--- config.mk ---
export PLATFORM = sky130hd
export DESIGN_NAME = capture_top
export DESIGN_NICKNAME = d
export VERILOG_FILES = /design/src/logic/capture_pkg.sv /design/src/logic/event_fifo.sv /design/src/logic/sample_discriminator.sv /design/src/logic/capture_regs.sv /design/src/logic/capture_top.sv
export SDC_FILE = /design/constraint.sdc
export NUM_CORES = 1
export LEC_CHECK = 0
export BUFFER_PORTS_ARGS = -buffer_cell sky130_fd_sc_hd__buf_2
export CELL_PAD_IN_SITES_DETAIL_PLACEMENT = 0
export CELL_PAD_IN_SITES_GLOBAL_PLACEMENT = 2
export CORE_ASPECT_RATIO = 1.1
export CORE_UTILIZATION = 46
export DETAILED_ROUTE_END_ITERATION = 7
export PLACE_DENSITY = 0.88
export SYNTH_ARGS = -nofsm -noshare
export SYNTH_HDL_FRONTEND = slang
export SYNTH_HIERARCHICAL = 1
export SYNTH_SLANG_ARGS = --single-unit
--- constraint.sdc ---
create_clock -name clk -period 9.1 [get_ports clk]
set_input_delay 0 -clock clk [delete_from_list [all_inputs] [get_ports clk]]
set_output_delay 0 -clock clk [all_outputs]
set_load 0.02 [all_outputs]
--- src/logic/capture_pkg.sv ---
/*
  shared widths, bus structs and encodings of the capture design
  a timestamp (clock + index) must fit exactly one 32-bit register word
  CHANNELS is limited to 4 by the STATUS layout and the address map
*/
package capture_pkg;

  // sample and timestamp widths
  localparam int SAMPLE_WIDTH = 16;
  localparam int CLOCK_WIDTH = 18;
  localparam int SAMPLE_INDEX_WIDTH = 14;

  // AXI4-Lite geometry
  localparam int AXIL_ADDR_WIDTH = 8;
  localparam int AXIL_DATA_WIDTH = 32;
  localparam logic [1:0] AXIL_RESP_OKAY = 2'b00;

  // per-channel register strides in bytes
  localparam int THRESH_STRIDE = 8;
  localparam int TSTAMP_STRIDE = 4;

  // input-word count in the upper bits, saved-word count in the lower bits
  typedef struct packed {
    logic [CLOCK_WIDTH-1:0] clock;
    logic [SAMPLE_INDEX_WIDTH-1:0] index;
  } timestamp_t;

  // master-driven channel fields
  typedef struct packed {
    logic [AXIL_ADDR_WIDTH-1:0] awaddr;
    logic awvalid;
    logic [AXIL_DATA_WIDTH-1:0] wdata;
    logic wvalid;
    logic bready;
    logic [AXIL_ADDR_WIDTH-1:0] araddr;
    logic arvalid;
    logic rready;
  } axil_req_t;

  // slave-driven channel fields
  typedef struct packed {
    logic awready;
    logic wready;
    logic bvalid;
    logic [1:0] bresp;
    logic arready;
    logic rvalid;
    logic [AXIL_DATA_WIDTH-1:0] rdata;
    logic [1:0] rresp;
  } axil_rsp_t;

  typedef enum logic {WR_IDLE, WR_RESP} axil_state_e;

  typedef enum logic [7:0] {
    REG_CONTROL = 8'h00,
    REG_STATUS = 8'h04,
    REG_THRESH_BASE = 8'h10,
    REG_TSTAMP_BASE = 8'h40
  } reg_addr_e;

endpackage

--- src/logic/event_fifo.sv ---
/*
  timestamp FIFO, FIFO_DEPTH must be a power of two and at least 2
  a push while full is lost and sets the sticky overflow flag
*/
module event_fifo #(
  parameter int FIFO_DEPTH = 8
) (
  input  logic clk,
  input  logic reset,
  input  logic push,
  input  capture_pkg::timestamp_t push_data,
  input  logic pop,
  input  logic clear_overflow,
  output logic not_empty,
  output capture_pkg::timestamp_t head,
  output logic overflow
);
  import capture_pkg::*;

  localparam int PTR_WIDTH = $clog2(FIFO_DEPTH);

  timestamp_t mem [FIFO_DEPTH];
  // pointers wrap on their own since the depth is a power of two
  logic [PTR_WIDTH-1:0] wr_ptr;
  logic [PTR_WIDTH-1:0] rd_ptr;
  logic [PTR_WIDTH:0] count;
  logic full;
  logic do_push;
  logic do_pop;

  assign full = count == (PTR_WIDTH + 1)'(FIFO_DEPTH);
  assign not_empty = count != '0;
  assign do_push = push && !full;
  assign do_pop = pop && not_empty;
  // first-word fall-through
  assign head = mem[rd_ptr];

  always_ff @(posedge clk) begin
    if (do_push) begin
      mem[wr_ptr] <= push_data;
    end
  end

  always_ff @(posedge clk) begin
    if (reset) begin
      wr_ptr <= '0;
      rd_ptr <= '0;
      count <= '0;
      overflow <= 1'b0;
    end else begin
      if (do_push) begin
        wr_ptr <= wr_ptr + 1'b1;
      end
      if (do_pop) begin
        rd_ptr <= rd_ptr + 1'b1;
      end
      // simultaneous push and pop leaves the count alone
      if (do_push && !do_pop) begin
        count <= count + 1'b1;
      end else if (do_pop && !do_push) begin
        count <= count - 1'b1;
      end
      // a new drop wins over a clear in the same cycle
      if (push && full) begin
        overflow <= 1'b1;
      end else if (clear_overflow) begin
        overflow <= 1'b0;
      end
    end
  end

endmodule

--- src/logic/sample_discriminator.sv ---
/*
  hysteresis discriminator, words pass 2 cycles after arrival while the state is high
  timestamps come 2 cycles after the triggering word, no back-pressure anywhere
  the clock counter is never cleared by capture_start and rolls over silently
*/
module sample_discriminator #(
  parameter int CHANNELS = 2,
  parameter int PARALLEL_SAMPLES = 4
) (
  input  logic clk,
  input  logic reset,
  input  logic [CHANNELS-1:0][PARALLEL_SAMPLES*capture_pkg::SAMPLE_WIDTH-1:0] data_in,
  input  logic [CHANNELS-1:0] data_in_valid,
  input  logic [CHANNELS-1:0][capture_pkg::SAMPLE_WIDTH-1:0] threshold_high,
  input  logic [CHANNELS-1:0][capture_pkg::SAMPLE_WIDTH-1:0] threshold_low,
  input  logic capture_start,
  output logic [CHANNELS-1:0][PARALLEL_SAMPLES*capture_pkg::SAMPLE_WIDTH-1:0] data_out,
  output logic [CHANNELS-1:0] data_out_valid,
  output logic [CHANNELS-1:0] ts_valid,
  output capture_pkg::timestamp_t [CHANNELS-1:0] ts_data
);
  import capture_pkg::*;

  localparam int WORD_WIDTH = PARALLEL_SAMPLES * SAMPLE_WIDTH;

  // first data stage, lines up with the is_high update
  logic [CHANNELS-1:0][WORD_WIDTH-1:0] data_d;
  logic [CHANNELS-1:0] valid_d;
  // input-word counter and its copy aligned with sample_index
  logic [CHANNELS-1:0][CLOCK_WIDTH-1:0] timer;
  logic [CHANNELS-1:0][CLOCK_WIDTH-1:0] timer_d;
  // saved words since the last capture start
  logic [CHANNELS-1:0][SAMPLE_INDEX_WIDTH-1:0] sample_index;
  // hysteresis flop, delayed copy and edge
  logic [CHANNELS-1:0] is_high;
  logic [CHANNELS-1:0] is_high_d;
  logic [CHANNELS-1:0] rising;
  logic [CHANNELS-1:0] any_above_high;
  logic [CHANNELS-1:0] all_below_low;

  assign rising = is_high & ~is_high_d;

  // signed compare of every parallel sample against both thresholds
  always_comb begin
    for (int c = 0; c < CHANNELS; c++) begin
      any_above_high[c] = 1'b0;
      all_below_low[c] = 1'b1;
      for (int s = 0; s < PARALLEL_SAMPLES; s++) begin
        if ($signed(data_in[c][s*SAMPLE_WIDTH +: SAMPLE_WIDTH]) > $signed(threshold_high[c])) begin
          any_above_high[c] = 1'b1;
        end
        // one sample above low keeps the state
        if ($signed(data_in[c][s*SAMPLE_WIDTH +: SAMPLE_WIDTH]) > $signed(threshold_low[c])) begin
          all_below_low[c] = 1'b0;
        end
      end
    end
  end

  // payload pipeline
  always_ff @(posedge clk) begin
    data_d <= data_in;
    data_out <= data_d;
    timer_d <= timer;
    for (int c = 0; c < CHANNELS; c++) begin
      // timer_d holds the count before the triggering word here
      ts_data[c].clock <= timer_d[c];
      ts_data[c].index <= sample_index[c];
    end
  end

  always_ff @(posedge clk) begin
    if (reset) begin
      valid_d <= '0;
      data_out_valid <= '0;
      ts_valid <= '0;
      is_high <= '0;
      is_high_d <= '0;
      timer <= '0;
      sample_index <= '0;
    end else begin
      valid_d <= data_in_valid;
      // state after the word decides whether it is kept
      data_out_valid <= valid_d & is_high;
      ts_valid <= rising;
      for (int c = 0; c < CHANNELS; c++) begin
        if (capture_start) begin
          // force a fresh edge if the pulse word is already high
          is_high_d[c] <= 1'b0;
          sample_index[c] <= '0;
          is_high[c] <= data_in_valid[c] && any_above_high[c];
        end else begin
          is_high_d[c] <= is_high[c];
          // count words as they leave the first stage with the state set
          if (valid_d[c] && is_high[c]) begin
            sample_index[c] <= sample_index[c] + 1'b1;
          end
          // SR behaviour, between the thresholds the state holds
          if (data_in_valid[c]) begin
            if (any_above_high[c]) begin
              is_high[c] <= 1'b1;
            end else if (all_below_low[c]) begin
              is_high[c] <= 1'b0;
            end
          end
        end
        // arrival counter runs across captures
        if (data_in_valid[c]) begin
          timer[c] <= timer[c] + 1'b1;
        end
      end
    end
  end

endmodule

--- src/logic/capture_regs.sv ---
/*
  AXI4-Lite register slave, one outstanding write and one outstanding read
  wstrb is not supported and every response is OKAY
  a TSTAMP read pops its FIFO, a STATUS read clears all overflow flags
*/
module capture_regs #(
  parameter int CHANNELS = 2
) (
  input  logic clk,
  input  logic reset,
  input  capture_pkg::axil_req_t axil_req,
  output capture_pkg::axil_rsp_t axil_rsp,
  output logic [CHANNELS-1:0][capture_pkg::SAMPLE_WIDTH-1:0] threshold_high,
  output logic [CHANNELS-1:0][capture_pkg::SAMPLE_WIDTH-1:0] threshold_low,
  output logic capture_start,
  input  logic [CHANNELS-1:0] fifo_not_empty,
  input  capture_pkg::timestamp_t [CHANNELS-1:0] fifo_head,
  input  logic [CHANNELS-1:0] fifo_overflow,
  output logic [CHANNELS-1:0] fifo_pop,
  output logic clear_overflow
);
  import capture_pkg::*;

  axil_state_e wr_state;
  logic wr_accept;
  logic rd_accept;
  logic rvalid;
  logic [AXIL_DATA_WIDTH-1:0] rdata;
  logic [AXIL_DATA_WIDTH-1:0] read_data;

  // address and data must arrive together
  assign wr_accept = (wr_state == WR_IDLE) && axil_req.awvalid && axil_req.wvalid;
  // next read only once the previous response has gone
  assign rd_accept = axil_req.arvalid && !rvalid;

  always_comb begin
    axil_rsp.awready = wr_accept;
    axil_rsp.wready = wr_accept;
    axil_rsp.bvalid = wr_state == WR_RESP;
    axil_rsp.bresp = AXIL_RESP_OKAY;
    axil_rsp.arready = rd_accept;
    axil_rsp.rvalid = rvalid;
    axil_rsp.rdata = rdata;
    axil_rsp.rresp = AXIL_RESP_OKAY;
  end

  // write sequencing, thresholds and the start pulse
  always_ff @(posedge clk) begin
    if (reset) begin
      wr_state <= WR_IDLE;
      threshold_high <= '0;
      threshold_low <= '0;
      capture_start <= 1'b0;
    end else begin
      capture_start <= 1'b0;
      case (wr_state)
        WR_IDLE: begin
          if (wr_accept) begin
            wr_state <= WR_RESP;
            if (axil_req.awaddr == REG_CONTROL) begin
              capture_start <= axil_req.wdata[0];
            end
            for (int c = 0; c < CHANNELS; c++) begin
              if (axil_req.awaddr == 8'(REG_THRESH_BASE + THRESH_STRIDE * c)) begin
                threshold_high[c] <= axil_req.wdata[31:16];
                threshold_low[c] <= axil_req.wdata[15:0];
              end
            end
          end
        end
        WR_RESP: begin
          // response holds until the host takes it
          if (axil_req.bready) begin
            wr_state <= WR_IDLE;
          end
        end
        default: wr_state <= WR_IDLE;
      endcase
    end
  end

  // read data mux, unmapped addresses read as zero
  always_comb begin
    read_data = '0;
    if (axil_req.araddr == REG_STATUS) begin
      read_data[CHANNELS-1:0] = fifo_not_empty;
      read_data[8 +: CHANNELS] = fifo_overflow;
    end
    for (int c = 0; c < CHANNELS; c++) begin
      if (axil_req.araddr == 8'(REG_THRESH_BASE + THRESH_STRIDE * c)) begin
        read_data = {threshold_high[c], threshold_low[c]};
      end
      // empty FIFO gives zero
      if (axil_req.araddr == 8'(REG_TSTAMP_BASE + TSTAMP_STRIDE * c) && fifo_not_empty[c]) begin
        read_data = fifo_head[c];
      end
    end
  end

  // side effects happen in the accept cycle
  always_comb begin
    clear_overflow = rd_accept && (axil_req.araddr == REG_STATUS);
    for (int c = 0; c < CHANNELS; c++) begin
      fifo_pop[c] = rd_accept && fifo_not_empty[c]
        && (axil_req.araddr == 8'(REG_TSTAMP_BASE + TSTAMP_STRIDE * c));
    end
  end

  always_ff @(posedge clk) begin
    if (reset) begin
      rvalid <= 1'b0;
    end else if (rd_accept) begin
      rvalid <= 1'b1;
    end else if (axil_req.rready) begin
      rvalid <= 1'b0;
    end
  end

  // rdata stays put while rvalid is up
  always_ff @(posedge clk) begin
    if (rd_accept) begin
      rdata <= read_data;
    end
  end

endmodule

--- src/logic/capture_top.sv ---
/*
  multi-channel sample capture with AXI4-Lite control
  CHANNELS at most 4, FIFO_DEPTH a power of two, the sample path has no ready
*/
module capture_top #(
  parameter int CHANNELS = 2,
  parameter int PARALLEL_SAMPLES = 4,
  parameter int FIFO_DEPTH = 8
) (
  input  logic clk,
  input  logic reset,
  input  capture_pkg::axil_req_t axil_req,
  output capture_pkg::axil_rsp_t axil_rsp,
  input  logic [CHANNELS-1:0][PARALLEL_SAMPLES*capture_pkg::SAMPLE_WIDTH-1:0] data_in,
  input  logic [CHANNELS-1:0] data_in_valid,
  output logic [CHANNELS-1:0][PARALLEL_SAMPLES*capture_pkg::SAMPLE_WIDTH-1:0] data_out,
  output logic [CHANNELS-1:0] data_out_valid
);
  import capture_pkg::*;

  // register block to discriminator
  logic [CHANNELS-1:0][SAMPLE_WIDTH-1:0] threshold_high;
  logic [CHANNELS-1:0][SAMPLE_WIDTH-1:0] threshold_low;
  logic capture_start;
  // discriminator to FIFOs
  logic [CHANNELS-1:0] ts_valid;
  timestamp_t [CHANNELS-1:0] ts_data;
  // FIFOs to and from the register block
  logic [CHANNELS-1:0] fifo_not_empty;
  timestamp_t [CHANNELS-1:0] fifo_head;
  logic [CHANNELS-1:0] fifo_overflow;
  logic [CHANNELS-1:0] fifo_pop;
  logic clear_overflow;

  capture_regs #(
    .CHANNELS(CHANNELS)
  ) u_regs (
    .clk(clk),
    .reset(reset),
    .axil_req(axil_req),
    .axil_rsp(axil_rsp),
    .threshold_high(threshold_high),
    .threshold_low(threshold_low),
    .capture_start(capture_start),
    .fifo_not_empty(fifo_not_empty),
    .fifo_head(fifo_head),
    .fifo_overflow(fifo_overflow),
    .fifo_pop(fifo_pop),
    .clear_overflow(clear_overflow)
  );

  sample_discriminator #(
    .CHANNELS(CHANNELS),
    .PARALLEL_SAMPLES(PARALLEL_SAMPLES)
  ) u_disc (
    .clk(clk),
    .reset(reset),
    .data_in(data_in),
    .data_in_valid(data_in_valid),
    .threshold_high(threshold_high),
    .threshold_low(threshold_low),
    .capture_start(capture_start),
    .data_out(data_out),
    .data_out_valid(data_out_valid),
    .ts_valid(ts_valid),
    .ts_data(ts_data)
  );

  // one event FIFO per channel, overflow clear is shared
  for (genvar c = 0; c < CHANNELS; c++) begin : g_fifo
    event_fifo #(
      .FIFO_DEPTH(FIFO_DEPTH)
    ) u_fifo (
      .clk(clk),
      .reset(reset),
      .push(ts_valid[c]),
      .push_data(ts_data[c]),
      .pop(fifo_pop[c]),
      .clear_overflow(clear_overflow),
      .not_empty(fifo_not_empty[c]),
      .head(fifo_head[c]),
      .overflow(fifo_overflow[c])
    );
  end

endmodule

==> reports/qor.yml <==
worst_setup_path:
  path_class: "in2reg"
  cp_data_required_time_ns: 9.64
  worstPathMaxFanout: 11
  endpoint_kind: "flop"
  crit_path_start_kind: "input port"
  critPathArrivalTime_ns: 4.22
clock_tree:
  numCtsBuffers: 100
  cts_max_level: 3
  cts_tree: "built"
  clockBufferDepth: 3
  clk_latency_ns: 0.69
  cts_resized: 0
  cts_sinks: 1069
  path_clk_slew_ns: 0.06
  clockRootBuffer: "clkbuf_16"
sta:
  clock-skew-final_ns: 0.0387
  hold_viol_final: 0
  worstMarginPinSlew_ns: 1.01
  rsz0062_at_grt: "no"
  setup_viol: 0
  layout_min_cycle_time_ns: 3.68
  holdWs_ns: 0.0293
  timing.final.crit_share_pct: 40.4
  slew_headroom_pct: 32.9
  max_freq_mhz: 272
  final_max_slew_viol_count: 0
  finalSetupTns_ns: 0
worst_hold_path:
  hold_class: "in2reg"
finish:
  drive_gt1_share_pct: 20.9
  nets: 3882
  final_area_um2: 50300
  fillers: 6781
  syn2layout_area_growth_pct: 21.8
  finalNonFillerCells: 4677
routing:
  detail_route.wl_per_cell_um: 24.8
  viasPerCell: 5.54
  dr.pass1.iters: 8
  drc_errors: 184
  dr.first_iter.drc_count: 2126
  vias: 25903
  routed_wl_um: 116000
  ant_nets: 0
yosys:
  postSynthAreaPerCell_um2: 14.9
  mappedNetlistArea_um2: 41300
  ys_warn_count: 6
  synth_top_flop_cell: "edfxtp_1"
  ys_ff_latch: 1069
  synth_edf_count: 544
  ys_async_sr_fraction_pct: 0
  ys_seq_area_share_pct: 65.0
  synthCells: 2778
  synth_cell_type_count: 76
power:
  p_comb_share_pct: 5.9
  switching_share_pct: 22.4
  power_frac_seq_pct: 51.3
  pwr-share-clk_pct: 42.8
  internal-power_w: 0.00787
  leakage_nw: 18.5
  powerDensity_nw_per_um2: 202
  vdd_ir_drop_max_v: 0.000165
  power.switching_w: 0.00227
  finalPower_w: 0.0101
placed_design:
  dpl_cell_area_um2: 44300
  io_buffers: 351
  dp_cells: 4234
  dp_hpwl_um: 79800
  place.gp.congestion: 0.917
floorplan:
  start_util_pct: 46.7
  dieArea_um2: 90900
  rows: 114
  die_h_um: 316
  core_um2: 88400
  ioPinCount: 356
  die_w_um: 288
global_routing:
  grt_max_degree: 65
  overflow: 0
  grt_pass1_vias: 26165
  antenna_found_initial: 5
  grt_first_pass_wirelength_um: 169000
  track_usage_pct: 25.4
job:
  maxCapViolations: 0
run_status:
  violations: "design-rule violations"
  status: "complete, but fails checks"
-- worst paths after layout --
kind,start,endpoint,slack [ns],cells past startpoint
setup reg to reg,g_fifo[1].u_fifo/count[1]$_SDFFE_PP0P_,g_fifo[1].u_fifo/count[3]$_SDFFE_PP0P_,5.47,12
setup / recovery,axil_req[5],g_fifo[1].u_fifo/count[3]$_SDFFE_PP0P_,5.42,14
hold / removal,data_in[61],u_disc/data_d[61]$_DFF_P_,0.03,2
hold reg to reg,u_disc/data_d[124]$_DFF_P_,u_disc/data_out[124]$_DFF_P_,0.30,0
-- per-layer routing --
metal  wire length [um]  part of all wire [%]  up-vias  track usage [%]
met3               8540                   7.4      193             4.01
met2              56500                    49     1074             43.3
met4               3500                   3.0        2             8.47
li1                   -                     -    11796                -
met5                 12                 0.010        -                0
met1              47600                    41    12838             32.9
-- synthesized netlist by cell type, drive strengths merged, types with 39 or more instances --
master    n  area [um^2]
nand4    65          407
o21ai    46          230
nand2   138          518
mux2     71          912
nand3    39          200
nor2    205          769
buf      60          454
ha      270         3380
mux2i    44          440
dfxtp   525        10500
edfxtp  544        16300
a21oi   175          880
xor2     48          420
mux4    128         3090
inv      91          342
-- critical path: stages --
cell and delay, ns:
dlygate4sd3_1 0.56, buf_2 0.21, nor3_1 0.68, nand4_1 0.24, dlygate4sd3_1 0.62, nor2_1 0.24
nand2_1 0.17, ha_1 0.22, inv_1 0.13, ha_1 0.29, a21oi_1 0.22, a211oi_1 0.10
a31oi_1 0.16, mux2_2 0.35
-- registers in the layout, summed over array words and instances (netlist names), 6 cells and up, named ones only --
name,count
u_disc/data_out,128
u_disc/timer,36
u_disc/data_d,128
u_disc/sample_index,28
u_disc/ts_data,64
u_regs/threshold_high,32
g_fifo.u_fifo/count,8
u_disc/timer_d,36
u_regs/threshold_low,32
g_fifo.u_fifo/rd_ptr,6
g_fifo.u_fifo/mem,512
u_regs/rdata,32
g_fifo.u_fifo/wr_ptr,6
-- metrics by stage --
stage | setup slack [ns] | util (%)
after CTS | 5.48 | 56.8
after detailed placement | 5.56 | 50.0
after floorplan | 4.85 | -
after global placement | 5.51 | 50.0
final | 5.42 | 56.8
after global routing | 5.17 | 56.8
-- power by group through the flow --
stage / clock network (W) / logic, W / registers, W
6_report: 0.00434 / 0.000601 / 0.00520
5_1_grt: 0.00459 / 0.000649 / 0.00521
4_1_cts: 0.00440 / 0.000596 / 0.00520
3_5_place_dp: 0 / 0.000510 / 0.00530
3_3_place_gp: 0 / 0.000499 / 0.00530
2_1_floorplan: 0 / 0.000244 / 0.00533
-- cell type report --
class	instances	area [um^2]	share of cell area, %
Tap cell	1160	1450	2.89
Inverter	91	342	0.680
Clock inverter	53	608	1.21
Timing Repair Buffer	633	4500	8.95
Clock buffer	137	2890	5.75
Antenna cell	4	10.0	0.0199
Multi-Input combinational cell	1530	13600	27.1
Sequential cell	1069	26900	53.4
-- logic make-up (layout without fill, tap and decap cells) --
kind of cell	count (synthesis)	after routing	synth area share, %
buffers and inverters	182	914	2.22
xor gates and xnor gates	65	65	1.38
and+or+nand+nor	590	590	7.03
DFF	1069	1069	65.0
adders and majority gates	272	272	8.28
AOI/OAI and AO/OA	356	356	5.30
other	1	8	0.00908
muxes	243	243	10.8
-- placed cells by master, fill, tap and decap left out, types with 48 or more instances in the layout --
| master | instances |
|---|---|
| nand2_1 | 138 |
| xor2_1 | 48 |
| buf_2 | 350 |
| inv_1 | 92 |
| nand4_1 | 65 |
| edfxtp_1 | 544 |
| nor2_1 | 199 |
| dfxtp_1 | 521 |
| clkbuf_16 | 105 |
| a21oi_1 | 174 |
| ha_1 | 270 |
| mux4_1 | 54 |
| dlygate4sd3_1 | 249 |
| mux4_2 | 74 |
-- repair_timing --
item	4_1_cts	5_1_grt
buffers inserted	0	0
hold buffers	248	1
hold endpoints to repair	246	1
No activity file was read; power rests on OpenSTA's default activity.
